## src/hw/nes_pad_pkg.sv

```systemverilog
package nes_pad_pkg;

    localparam int WB_DW  = 16;  // Wishbone data width
    localparam int WB_AW  = 2;   // Word address bits
    localparam int PAD_W  = 8;   // Button register width
    localparam int POLL_W = 16;  // Poll counter width

    // One bit per button, 1 when pressed, A sits in the MSB
    typedef struct packed {
        logic a;
        logic b;
        logic select;
        logic start;
        logic up;
        logic down;
        logic left;
        logic right;
    } nes_pad_t;

    // Console strobes, raw or filtered
    typedef struct packed {
        logic latch;
        logic pulse;
    } nes_lines_t;

    typedef struct packed {
        logic             cyc;
        logic             stb;
        logic             we;
        logic [WB_AW-1:0] adr;  // Word address
        logic [WB_DW-1:0] dat;  // Write data
    } wb_req_t;

    typedef struct packed {
        logic             ack;
        logic [WB_DW-1:0] dat;  // Read data, valid with ack
    } wb_rsp_t;

    // Address 3 is unmapped and reads as zero
    typedef enum logic [WB_AW-1:0] {
        REG_BUTTONS = 2'd0,  // RW, low 8 bits
        REG_POLLS   = 2'd1,  // RO, latch count
        REG_STATUS  = 2'd2   // RO, bit 0 busy
    } reg_addr_e;

    typedef enum logic [2:0] {
        IDLE,       // Data high, no poll
        LATCHED,    // Latch high, waiting for fall
        BIT_SHOWN,  // Bit on data, waiting for pulse
        HOLD,       // Keep bit after pulse fall
        NEXT_BIT    // Advance or finish
    } ser_state_e;

endpackage

```

## src/hw/nes_line_filter.sv

```systemverilog
`timescale 1ns/1ns

module nes_line_filter import nes_pad_pkg::*; #(
    parameter int DEBOUNCE_CYCLES = 20
) (
    input  logic       clk,
    input  logic       rst,
    input  nes_lines_t raw,
    output nes_lines_t clean
);

    localparam int CNT_W = $clog2(DEBOUNCE_CYCLES + 1);

    logic [1:0]       sync_q1;    // First synchroniser stage
    logic [1:0]       sync_q2;    // Second stage, safe to use
    logic [1:0]       clean_q;
    logic [CNT_W-1:0] cnt_q [2];  // One debounce counter per line

    // Bit 1 is latch, bit 0 is pulse, same as the struct layout
    always_ff @(posedge clk) begin
        if (rst) begin
            sync_q1 <= '0;
            sync_q2 <= '0;
            clean_q <= '0;
            for (int i = 0; i < 2; i++) begin
                cnt_q[i] <= '0;
            end
        end else begin
            sync_q1 <= raw;
            sync_q2 <= sync_q1;
            for (int i = 0; i < 2; i++) begin
                if (sync_q2[i] != clean_q[i]) begin
                    if (cnt_q[i] == CNT_W'(DEBOUNCE_CYCLES)) begin
                        clean_q[i] <= sync_q2[i];  // Stable long enough
                        cnt_q[i]   <= '0;
                    end else begin
                        cnt_q[i] <= cnt_q[i] + 1'b1;
                    end
                end else begin
                    cnt_q[i] <= '0;  // Glitch gone, start over
                end
            end
        end
    end

    assign clean = clean_q;

endmodule

```

## src/hw/nes_pad_regs.sv

```systemverilog
`timescale 1ns/1ns

module nes_pad_regs import nes_pad_pkg::*; (
    input  logic     clk,
    input  logic     rst,
    input  wb_req_t  wb_req,
    output wb_rsp_t  wb_rsp,
    input  logic     poll_start,
    input  logic     busy,
    output nes_pad_t pad_state
);

    reg_addr_e         addr;
    logic              req;        // Accepted transfer this cycle
    logic              ack_q;
    logic              done_q;     // Acked, waiting for stb low
    logic [WB_DW-1:0]  rd_mux;
    logic [WB_DW-1:0]  rd_dat_q;
    logic [PAD_W-1:0]  buttons_q;
    logic [POLL_W-1:0] polls_q;

    assign addr = reg_addr_e'(wb_req.adr);
    assign req  = wb_req.cyc & wb_req.stb & ~ack_q & ~done_q;

    always_comb begin
        rd_mux = '0;
        case (addr)
            REG_BUTTONS: rd_mux[PAD_W-1:0]  = buttons_q;
            REG_POLLS:   rd_mux[POLL_W-1:0] = polls_q;
            REG_STATUS:  rd_mux[0]          = busy;
            default:     rd_mux             = '0;  // Unmapped word
        endcase
    end

    // Single-cycle ack, then stay quiet until stb drops
    always_ff @(posedge clk) begin
        if (rst) begin
            ack_q  <= 1'b0;
            done_q <= 1'b0;
        end else begin
            ack_q  <= req;
            done_q <= (done_q | ack_q) & wb_req.cyc & wb_req.stb;
        end
    end

    // Read data lands together with ack
    always_ff @(posedge clk) begin
        if (req) begin
            rd_dat_q <= rd_mux;
        end
    end

    always_ff @(posedge clk) begin
        if (rst) begin
            buttons_q <= '0;
        end else if (req && wb_req.we && addr == REG_BUTTONS) begin
            buttons_q <= wb_req.dat[PAD_W-1:0];
        end
    end

    always_ff @(posedge clk) begin
        if (rst) begin
            polls_q <= '0;
        end else if (poll_start) begin
            polls_q <= polls_q + 1'b1;  // Wraps at 2^16
        end
    end

    assign wb_rsp.ack = ack_q;
    assign wb_rsp.dat = rd_dat_q;
    assign pad_state  = buttons_q;

endmodule

```

## src/hw/nes_pad_serializer.sv

```systemverilog
`timescale 1ns/1ns

module nes_pad_serializer import nes_pad_pkg::*; #(
    parameter int HOLD_CYCLES = 900
) (
    input  logic       clk,
    input  logic       rst,
    input  nes_lines_t lines,
    input  nes_pad_t   pad_state,
    output logic       data,
    output logic       poll_start,
    output logic       busy
);

    localparam int HOLD_W = $clog2(HOLD_CYCLES + 1);

    ser_state_e        state_q;
    nes_lines_t        lines_q;     // Previous filtered lines
    nes_pad_t          shift_q;     // Snapshot, next bit in MSB
    logic [2:0]        bit_idx_q;   // Bit currently on data
    logic [HOLD_W-1:0] hold_cnt_q;
    logic              latch_rise;
    logic              latch_fall;
    logic              pulse_fall;

    assign latch_rise = lines.latch & ~lines_q.latch;
    assign latch_fall = ~lines.latch & lines_q.latch;
    assign pulse_fall = ~lines.pulse & lines_q.pulse;

    // Snapshot taken at latch fall, later writes wait for the next poll
    always_ff @(posedge clk) begin
        if (state_q == LATCHED && latch_fall) begin
            shift_q <= pad_state;
        end else if (state_q == NEXT_BIT) begin
            shift_q <= {shift_q[6:0], 1'b0};
        end
    end

    always_ff @(posedge clk) begin
        if (rst) begin
            state_q    <= IDLE;
            lines_q    <= '0;
            data       <= 1'b1;  // Inactive level
            poll_start <= 1'b0;
            busy       <= 1'b0;
            bit_idx_q  <= '0;
            hold_cnt_q <= '0;
        end else begin
            lines_q    <= lines;
            poll_start <= 1'b0;
            if (latch_rise) begin
                // A new latch always restarts the poll
                state_q <= LATCHED;
                data    <= 1'b1;
                busy    <= 1'b0;
            end else begin
                case (state_q)
                    IDLE: begin
                        data <= 1'b1;
                    end

                    LATCHED: begin
                        if (latch_fall) begin
                            data       <= ~pad_state.a;  // Bit A, active low
                            poll_start <= 1'b1;
                            busy       <= 1'b1;
                            bit_idx_q  <= '0;
                            state_q    <= BIT_SHOWN;
                        end
                    end

                    BIT_SHOWN: begin
                        if (pulse_fall) begin  // Console has clocked this bit
                            hold_cnt_q <= '0;
                            state_q    <= HOLD;
                        end
                    end

                    HOLD: begin
                        if (hold_cnt_q == HOLD_W'(HOLD_CYCLES - 1)) begin
                            state_q <= NEXT_BIT;
                        end else begin
                            hold_cnt_q <= hold_cnt_q + 1'b1;
                        end
                    end

                    NEXT_BIT: begin
                        if (bit_idx_q == 3'd7) begin
                            data    <= 1'b1;  // Right done, back to idle
                            busy    <= 1'b0;
                            state_q <= IDLE;
                        end else begin
                            bit_idx_q <= bit_idx_q + 1'b1;
                            data      <= ~shift_q[6];  // Bit after the current MSB
                            state_q   <= BIT_SHOWN;
                        end
                    end

                    default: begin
                        state_q <= IDLE;
                    end
                endcase
            end
        end
    end

endmodule

```

## src/hw/nes_pad_top.sv

```systemverilog
`timescale 1ns/1ns

module nes_pad_top import nes_pad_pkg::*; #(
    parameter int DEBOUNCE_CYCLES = 20,
    parameter int HOLD_CYCLES     = 900
) (
    input  logic       clk,
    input  logic       rst,
    input  wb_req_t    wb_req,
    output wb_rsp_t    wb_rsp,
    input  nes_lines_t nes_in,
    output logic       data
);

    nes_lines_t nes_clean;   // Debounced latch and pulse
    nes_pad_t   pad_state;   // Host button byte
    logic       poll_start;  // Latch fall strobe
    logic       busy;

    nes_line_filter #(
        .DEBOUNCE_CYCLES(DEBOUNCE_CYCLES)
    ) nes_line_filter_i (
        .clk  (clk),
        .rst  (rst),
        .raw  (nes_in),
        .clean(nes_clean)
    );

    nes_pad_serializer #(
        .HOLD_CYCLES(HOLD_CYCLES)
    ) nes_pad_serializer_i (
        .clk       (clk),
        .rst       (rst),
        .lines     (nes_clean),
        .pad_state (pad_state),
        .data      (data),
        .poll_start(poll_start),
        .busy      (busy)
    );

    nes_pad_regs nes_pad_regs_i (
        .clk       (clk),
        .rst       (rst),
        .wb_req    (wb_req),
        .wb_rsp    (wb_rsp),
        .poll_start(poll_start),
        .busy      (busy),
        .pad_state (pad_state)
    );

endmodule

```

## config.mk

```make
export PLATFORM = sky130hd
export DESIGN_NAME = nes_pad_top
export DESIGN_NICKNAME = d
export VERILOG_FILES = /design/src/hw/nes_pad_pkg.sv /design/src/hw/nes_line_filter.sv /design/src/hw/nes_pad_regs.sv /design/src/hw/nes_pad_serializer.sv /design/src/hw/nes_pad_top.sv
export SDC_FILE = /design/constraint.sdc
export NUM_CORES = 1
export LEC_CHECK = 0
export CAP_MARGIN = 15
export CORE_ASPECT_RATIO = 0.7
export CORE_MARGIN = 2
export CORE_UTILIZATION = 45
export DETAILED_ROUTE_END_ITERATION = 8
export DONT_BUFFER_PORTS = 1
export MAX_ROUTING_LAYER = met4
export SLEW_MARGIN = 20
export SYNTH_ARGS = -nofsm -noshare
export SYNTH_HDL_FRONTEND = slang
export SYNTH_SLANG_ARGS = --single-unit
```

## constraint.sdc

```tcl
create_clock -name clk -period 3.2 [get_ports clk]
set_input_delay 0.32 -clock clk [delete_from_list [all_inputs] [get_ports clk]]
set_output_delay 0.32 -clock clk [all_outputs]
set_load 0.02 [all_outputs]
```

==> results.sh, run 1 <==
export IMPL_status="finished clean"
export IMPL_cp_data_arrival_time_ps=1890
export IMPL_grt_overflow=0
export IMPL_first_pass_iters=4
export IMPL_fp_row_count=28
export IMPL_synthesis_instances=367
export IMPL_end_kind="flip-flop"
export IMPL_globalplace_congestion=0.784
export IMPL_fin_crit_sh=0.591
export IMPL_synth_top_cell_area_share=0.272
export IMPL_die_area_mm2=0.00944
export IMPL_num_nets_final=406
export IMPL_max_clock_freq_mhz=529
export IMPL_post_cts_buffers=0
export IMPL_synth_area_leaders="dfxtp_1, edfxtp_1, nor2_1"
export IMPL_clkTransAtPathRegs_ps=60
export IMPL_min_path_type="in -> reg"
export IMPL_core_area_mm2=0.00844
export IMPL_yosys_cell_count_top_type="nor2_1"
export IMPL_cts_root_buf="clkbuf_16"
export IMPL_cts_tree="built"
export IMPL_power_per_cell_area_mw_per_mm2=533
export IMPL_grt_max_degree=49
export IMPL_vias=2609
export IMPL_drive_gt1_frac=0.101
export IMPL_synth_edf_count=33
export IMPL_die_x_um=115
export IMPL_setup_viol=0
export IMPL_postSynthRegisterBits=86
export IMPL_dp_cells=482
export IMPL_start_util=0.462
export IMPL_n_antenna_cell=0
export IMPL_io_buffers=0
export IMPL_cts_htree_levels=3
export IMPL_skew_ps=5.56
export IMPL_leakage_nw=1.61
export IMPL_maxCapViolations=0
export IMPL_syn_to_final_growth_pct=10.8
export IMPL_hold_buffers=0
export IMPL_cp_start_kind="flip-flop"
export IMPL_ys_warn_count=0
export IMPL_worstPathMaxFanout=9
export IMPL_crit_type="reg -> reg"
export IMPL_synth_async_reset_ratio=0
export IMPL_cts_repair_resized=0
export IMPL_period_needed_ps=1890
export IMPL_yosys_area_top_type="dfxtp_1"
export IMPL_post_route_drc_count=0
export IMPL_antenna_found_initial=0
export IMPL_synthFlopType="dfxtp_1"
export IMPL_stdcell_count=498
export IMPL_grt_pass1_wl_mm=12.4
export IMPL_drv_slew=0
export IMPL_gr_usage_all_layers=0.177
export IMPL_rsz0062_at_grt="false"
export IMPL_synth_distinct_cells=56
export IMPL_ys_top_cells_by_count="nor2_1, dfxtp_1, edfxtp_1"
export IMPL_vdd_drop_max_uv=304
export IMPL_fin_hold_ws_ps=53.9
export IMPL_synth_area_mm2=0.00390
export IMPL_cts_path_max_buffers=2
export IMPL_drt_iter0_markers=143
export IMPL_drt_wl_total_mm=7.09
export IMPL_clock_latency_ps=340
export IMPL_tightest_slew_ps=747
export IMPL_fin_tns_setup_ps=0
export IMPL_grt_pass1_vias=2561
export IMPL_num_io_pins=43
export IMPL_via_per_inst=5.24
export IMPL_finalHoldViolCount=0
export IMPL_cts_made_buffers=9
export IMPL_yosysSeqAreaShare=0.526
export IMPL_cts_sinks=86
export IMPL_syn_avg_cell_area_um2=10.6
export IMPL_wl_per_cell_um=14.2
export IMPL_hpwlAfterDp_mm=4.88
export IMPL_worstPathRequired_ps=3200
export IMPL_die_h_um=81.9
export IMPL_slew_headroom=0.501
export IMPL_detail_route_antenna_nets=0
## final cells by class
| cell class | count | area [um^2] |
|---|---|---|
| clock buffer | 10 | 229 |
| timing repair buffer | 1 | 7.51 |
| sequential | 86 | 2050 |
| inverter | 13 | 48.8 |
| clock inverter | 6 | 86.3 |
| tap | 120 | 150 |
| multi-input combinational | 262 | 1750 |
| fill | 775 | 4120 |
## layer usage
layer | vias up | wire length [um] | GRT usage
met5 | - | 0 | -
met4 | 0 | 106 | 0.0578
li1 | 1317 | - | -
met2 | 39 | 3060 | 0.263
met1 | 1241 | 3720 | 0.238
met3 | 12 | 206 | 0.0443
## placed cells by master (no fill, tap or decap), types with 2 or more instances in the layout
cell / Yosys / routed
a211oi_1: 3 / 3
a21oi_1: 7 / 7
a31oi_1: 7 / 7
a32oi_1: 3 / 3
a41oi_1: 2 / 2
and2_1: 11 / 11
and3_1: 6 / 6
and4_1: 2 / 2
and4b_1: 3 / 3
and4bb_2: 3 / 3
bufinv_16: 0 / 2
clkbuf_16: 0 / 9
clkinv_2: 0 / 2
conb_1: 1 / 10
dfxtp_1: 53 / 53
edfxtp_1: 33 / 33
ha_1: 8 / 8
inv_1: 13 / 13
mux2_2: 8 / 8
mux2i_1: 19 / 19
nand2_1: 13 / 13
nand2b_1: 4 / 4
nand3_1: 15 / 15
nand3b_1: 2 / 2
nand4_1: 7 / 7
nor2_1: 54 / 54
nor2b_1: 9 / 9
nor3_1: 7 / 7
nor3b_1: 3 / 3
nor4b_2: 2 / 2
o21ai_0: 12 / 12
or3_1: 4 / 4
xnor2_1: 9 / 9
xor2_1: 10 / 10
## critical path, stage by stage, from the launching register on
cell	delay [ps]
dfxtp_1	490
and4bb_2	330
and2_1	360
nand2b_1	380
## through the flow
step	power [mW]	setup WS [ps]	instance area, um^2	utilization
CTS	2.34	1300	4320	0.512
detailed placement	1.23	1330	4010	0.475
finish	2.30	1310	4320	0.512
global route	2.38	1120	4320	0.512
floorplan	1.23	1550	3940	-
global placement	1.23	1330	4010	0.475
## path summary, 6_finish.rpt
path                                                                   start                                         to  slack [ps]  cells past startpoint
worst min register to register       nes_line_filter_i.sync_q1[0]$_SDFF_PP0_    nes_line_filter_i.sync_q2[0]$_SDFF_PP0_         440                      1
worst min-delay path                                                     rst           nes_pad_regs_i.done_q$_SDFF_PP0_          50                      1
worst max register to register  nes_pad_serializer_i.state_q[0]$_SDFFE_PP0P_  nes_pad_serializer_i.shift_q[6]$_DFFE_PP_        1310                      3
worst max-delay path            nes_pad_serializer_i.state_q[0]$_SDFFE_PP0P_  nes_pad_serializer_i.shift_q[6]$_DFFE_PP_        1310                      3
## flip-flops by register name, summed over array words and instances, names as in the netlist
signal                           cells
nes_line_filter_i.cnt_q             10
nes_pad_serializer_i.lines_q         2
nes_line_filter_i.sync_q1            2
nes_pad_serializer_i.poll_start      1
nes_line_filter_i.clean              2
nes_line_filter_i.sync_q2            2
nes_pad_regs_i.ack_q                 1
nes_pad_serializer_i.bit_idx_q       3
nes_pad_regs_i.pad_state             8
nes_pad_serializer_i.hold_cnt_q     10
nes_pad_regs_i.polls_q              16
nes_pad_regs_i.rd_dat_q             16
nes_pad_serializer_i.state_q         3
nes_pad_regs_i.done_q                1
nes_pad_serializer_i.data            1
nes_pad_serializer_i.shift_q         7
nes_pad_serializer_i.busy            1
## report_power, final
group	total, mW	switching (mW)	internal (mW)
Clock	1.10	0.416	0.682
Combinational	0.0364	0.0203	0.0160
Sequential	1.17	0.0193	1.15
Total	2.30	0.455	1.85
## logic make-up (layout without fill, tap and decap cells)
kind of cell,Yosys count,count (layout),share of synthesized area
simple gates,154,154,0.223
flops,86,86,0.526
compound gates,44,44,0.0757
buf+inv,28,30,0.0346
mux,27,27,0.0718
xor+xnor,19,19,0.0427
fa+ha+maj,8,8,0.0257
other cells,1,10,0.000961
Note: power is estimated with default switching activity, not from simulation.
==> run 2, diff against run 1 <==
- ABC_AREA: not set -> 1
- clock period: 3.2 -> 1.67 ns (I/O delays scaled with it)
==> run 2 against run 1 <==
Compared with the run above: via count increased by 19%; non-clock buffer count increased by 22; setup slack got worse by 1200 ps; first-iteration DRC count increased by 57%; flip-flop and latch count unchanged; sequential share of layout area decreased by 2.4 points; synthesized cell count increased by 32%; global-route usage increased by 1.3 points; wire length increased by 12%; utilization increased by 2.5 points; die area increased by 0.84%; critical path type unchanged.
==> results.sh, run 2 <==
export IMPL_tightest_slew_ps=1040
export IMPL_maxCapViolations=0
export IMPL_yosysSeqAreaShare=0.521
export IMPL_slew_headroom=0.305
export IMPL_min_path_cells=3
export IMPL_leakage_nw=1.78
export IMPL_min_path_type="in -> reg"
export IMPL_period_needed_ps=1520
export IMPL_totalPowerFinal_mw=4.28
export IMPL_grt_max_degree=26
export IMPL_grt_pass1_wl_mm=13.6
export IMPL_crit_family="simple AND/OR/NAND/NOR gates"
export IMPL_drv_slew=0
export IMPL_wl_met1_mm=4.12
export IMPL_setup_viol=0
export IMPL_crit_type="reg -> reg"
export IMPL_core_area_mm2=0.00848
export IMPL_grt_overflow=0
export IMPL_path_cells="ha_1 > nand2_1 > nor2_1 > nand4_1 > nor2_1 > nand2_1 > nand2_1 > nor2_1"
export IMPL_cts_htree_levels=3
export IMPL_post_route_drc_count=0
export IMPL_n_antenna_cell=0
export IMPL_layout_commonest_cell="nand2_1"
export IMPL_post_cts_buffers=0
export IMPL_cts_made_buffers=9
export IMPL_synth_async_reset_ratio=0
export IMPL_finalHoldViolCount=0
export IMPL_fin_tns_setup_ps=0
export IMPL_syn_avg_cell_area_um2=8.15
export IMPL_globalplace_congestion=0.818
export IMPL_multi_input_area_mm2=0.00158
export IMPL_synthesis_instances=483
export IMPL_worstPathMaxFanout=5
export IMPL_post_place_ws_ps=158
export IMPL_skew_ps=5.07
export IMPL_met2_length_mm=3.37
export IMPL_hpwlAfterDp_mm=5.53
export IMPL_fp_row_count=28
export IMPL_vdd_drop_max_uv=765
export IMPL_cp_slowest_stage_delay_ps=400
export IMPL_gr_usage_all_layers=0.190
export IMPL_top_regs="nes_pad_regs_i.polls_q: 16 flops, nes_pad_regs_i.rd_dat_q: 16 flops"
export IMPL_synth_top_cell_area_share=0.270
export IMPL_cp_start_kind="flip-flop"
export IMPL_cts_sinks=86
export IMPL_ys_top_cells_by_count="nand2_1, nor2_1, inv_1"
export IMPL_drt_iter0_markers=224
export IMPL_drt_wl_total_mm=7.91
export IMPL_antenna_found_initial=0
export IMPL_yosys_area_top_type="dfxtp_1"
export IMPL_cp_num_cells=8
export IMPL_first_pass_iters=5
export IMPL_ys_warn_count=0
export IMPL_max_clock_freq_mhz=658
export IMPL_min_to="nes_line_filter_i.clean[1]$_SDFFE_PP0N_"
export IMPL_timing_critical_path_buf_inv=0
export IMPL_r2r_slack_ps=150
export IMPL_area_sequential_mm2=0.00205
export IMPL_start_util=0.464
export IMPL_worstReg2RegEnd="nes_pad_regs_i.polls_q[14]$_SDFFE_PP0P_"
export IMPL_die_x_um=116
export IMPL_die_area_mm2=0.00952
export IMPL_num_nets_final=546
export IMPL_power_per_cell_area_mw_per_mm2=941
export IMPL_syn_to_final_growth_pct=15.7
export IMPL_cts_path_max_buffers=2
export IMPL_cts_tree="built"
export IMPL_grt_pass1_vias=2818
export IMPL_detail_route_antenna_nets=0
export IMPL_postSynthRegisterBits=86
export IMPL_yosys_cell_count_top_type="nand2_1"
export IMPL_status="finished clean"
export IMPL_io_buffers=0
export IMPL_wl_per_cell_um=12.4
export IMPL_worstRegToRegCells=8
export IMPL_cts_root_buf="clkbuf_16"
export IMPL_drive_gt1_frac=0.0849
export IMPL_synth_edf_count=33
export IMPL_vias=3095
export IMPL_clock_latency_ps=330
export IMPL_fin_crit_sh=0.911
export IMPL_hp_start="rst"
export IMPL_crit_slowest_cell="dfxtp_1"
export IMPL_r2r_start="nes_pad_regs_i.polls_q[0]$_SDFFE_PP0P_"
export IMPL_cp_data_arrival_time_ps=1750
export IMPL_synth_area_mm2=0.00394
export IMPL_clkTransAtPathRegs_ps=60
export IMPL_worstPathRequired_ps=1900
export IMPL_setup_ws_ps=149
export IMPL_synth_area_leaders="dfxtp_1, edfxtp_1, nand2_1"
export IMPL_die_h_um=82.2
export IMPL_via_per_inst=4.85
export IMPL_synth_distinct_cells=33
export IMPL_num_io_pins=43
export IMPL_end_kind="flip-flop"
export IMPL_synthFlopType="dfxtp_1"
export IMPL_top_layer="met4"
export IMPL_layout_common_cells="nand2_1, nor2_1, inv_1"
export IMPL_dr_wl_met3_um=369
export IMPL_nFillCells=831
export IMPL_rsz0062_at_grt="false"
## run 2: cell types whose count changed in the layout (fill, tap and decap cells not counted), moves of 9 or more
cell	change
nor2_1	+18
nand2_1	+66
nand3_1	+19
mux2i_1	-19
nor2b_1	-9
o21ai_0	+16
inv_1	+58
buf_4	+9
a21oi_1	+19
dlygate4sd3_1	+12
and2_1	-11
## run 2: layout make-up
type | count | area share
flip-flops and latches | 86 | 0.451
inverters | 74 | 0.0610
clock buffers | 12 | 0.0563
multi-input cells | 319 | 0.347
repair buffers | 23 | 0.0456
well taps | 120 | 0.0330
clock inverters | 4 | 0.00632
## run 2: cells by family after synthesis
family | Yosys count | share of synthesized area
buf+inv | 87 | 0.0874
other cells | 1 | 0.000953
compound gates | 63 | 0.0839
simple gates | 231 | 0.265
fa+ha+maj | 8 | 0.0254
xor+xnor | 7 | 0.0156
flops | 86 | 0.521
## run 2: how the worst max path moves through the flow
stage                                                                from                                               to  slack [ps]
after floorplan                          nes_pad_regs_i.done_q$_SDFF_PP0_             nes_pad_regs_i.rd_dat_q[0]$_DFFE_PP_         250
after global placement    nes_pad_serializer_i.hold_cnt_q[0]$_SDFFE_PP0P_  nes_pad_serializer_i.hold_cnt_q[3]$_SDFFE_PP0P_         200
after detailed placement           nes_pad_regs_i.polls_q[0]$_SDFFE_PP0P_          nes_pad_regs_i.polls_q[14]$_SDFFE_PP0P_         160
after CTS                                                             rst           nes_pad_serializer_i.busy$_SDFFE_PP0P_         120
after global routing                      nes_pad_regs_i.ack_q$_SDFF_PP0_         nes_pad_regs_i.pad_state[0]$_SDFFE_PP0P_           6
final                              nes_pad_regs_i.polls_q[0]$_SDFFE_PP0P_          nes_pad_regs_i.polls_q[14]$_SDFFE_PP0P_         150
## run 2: metrics by stage
stage                     cells  hold slack [ps]  instance area [um^2]  utilization
after CTS                   638             42.4                  4540        0.536
after detailed placement    609              242                  4130        0.487
final                       638             56.8                  4550        0.537
after global routing        638             66.2                  4550        0.537
after floorplan             492              274                  3970            -
after global placement      609              241                  4130        0.487
## run 2: worst reg2reg max path: stages (launching register included)
cell,delay [ps]
dfxtp_1,400
ha_1,240
nand2_1,80
nor2_1,190
nand4_1,180
nor2_1,170
nand2_1,60
nand2_1,50
nor2_1,40
## run 2: routing by layer
layer / GRT usage / vias up
li1: - / 1632
met1: 0.264 / 1404
met2: 0.271 / 55
met3: 0.0635 / 4
met4: 0.0393 / 0
met5: - / -
## run 2: timing repair
action | 4_1_cts | 5_1_grt
endpoints found under the hold margin | 33 | 0
gates resized for setup | 0 | 5
hold buffers | 13 | 0
endpoints found under the setup margin | 0 | 14
## run 2: power by group
part / total, mW / leakage, nW / switching (mW) / internal (mW)
clock network: 1.89 / 0.140 / 0.795 / 1.09
registers: 2.25 / 0.744 / 0.0396 / 2.21
logic: 0.144 / 0.898 / 0.0908 / 0.0533
total: 4.28 / 1.78 / 0.926 / 3.36
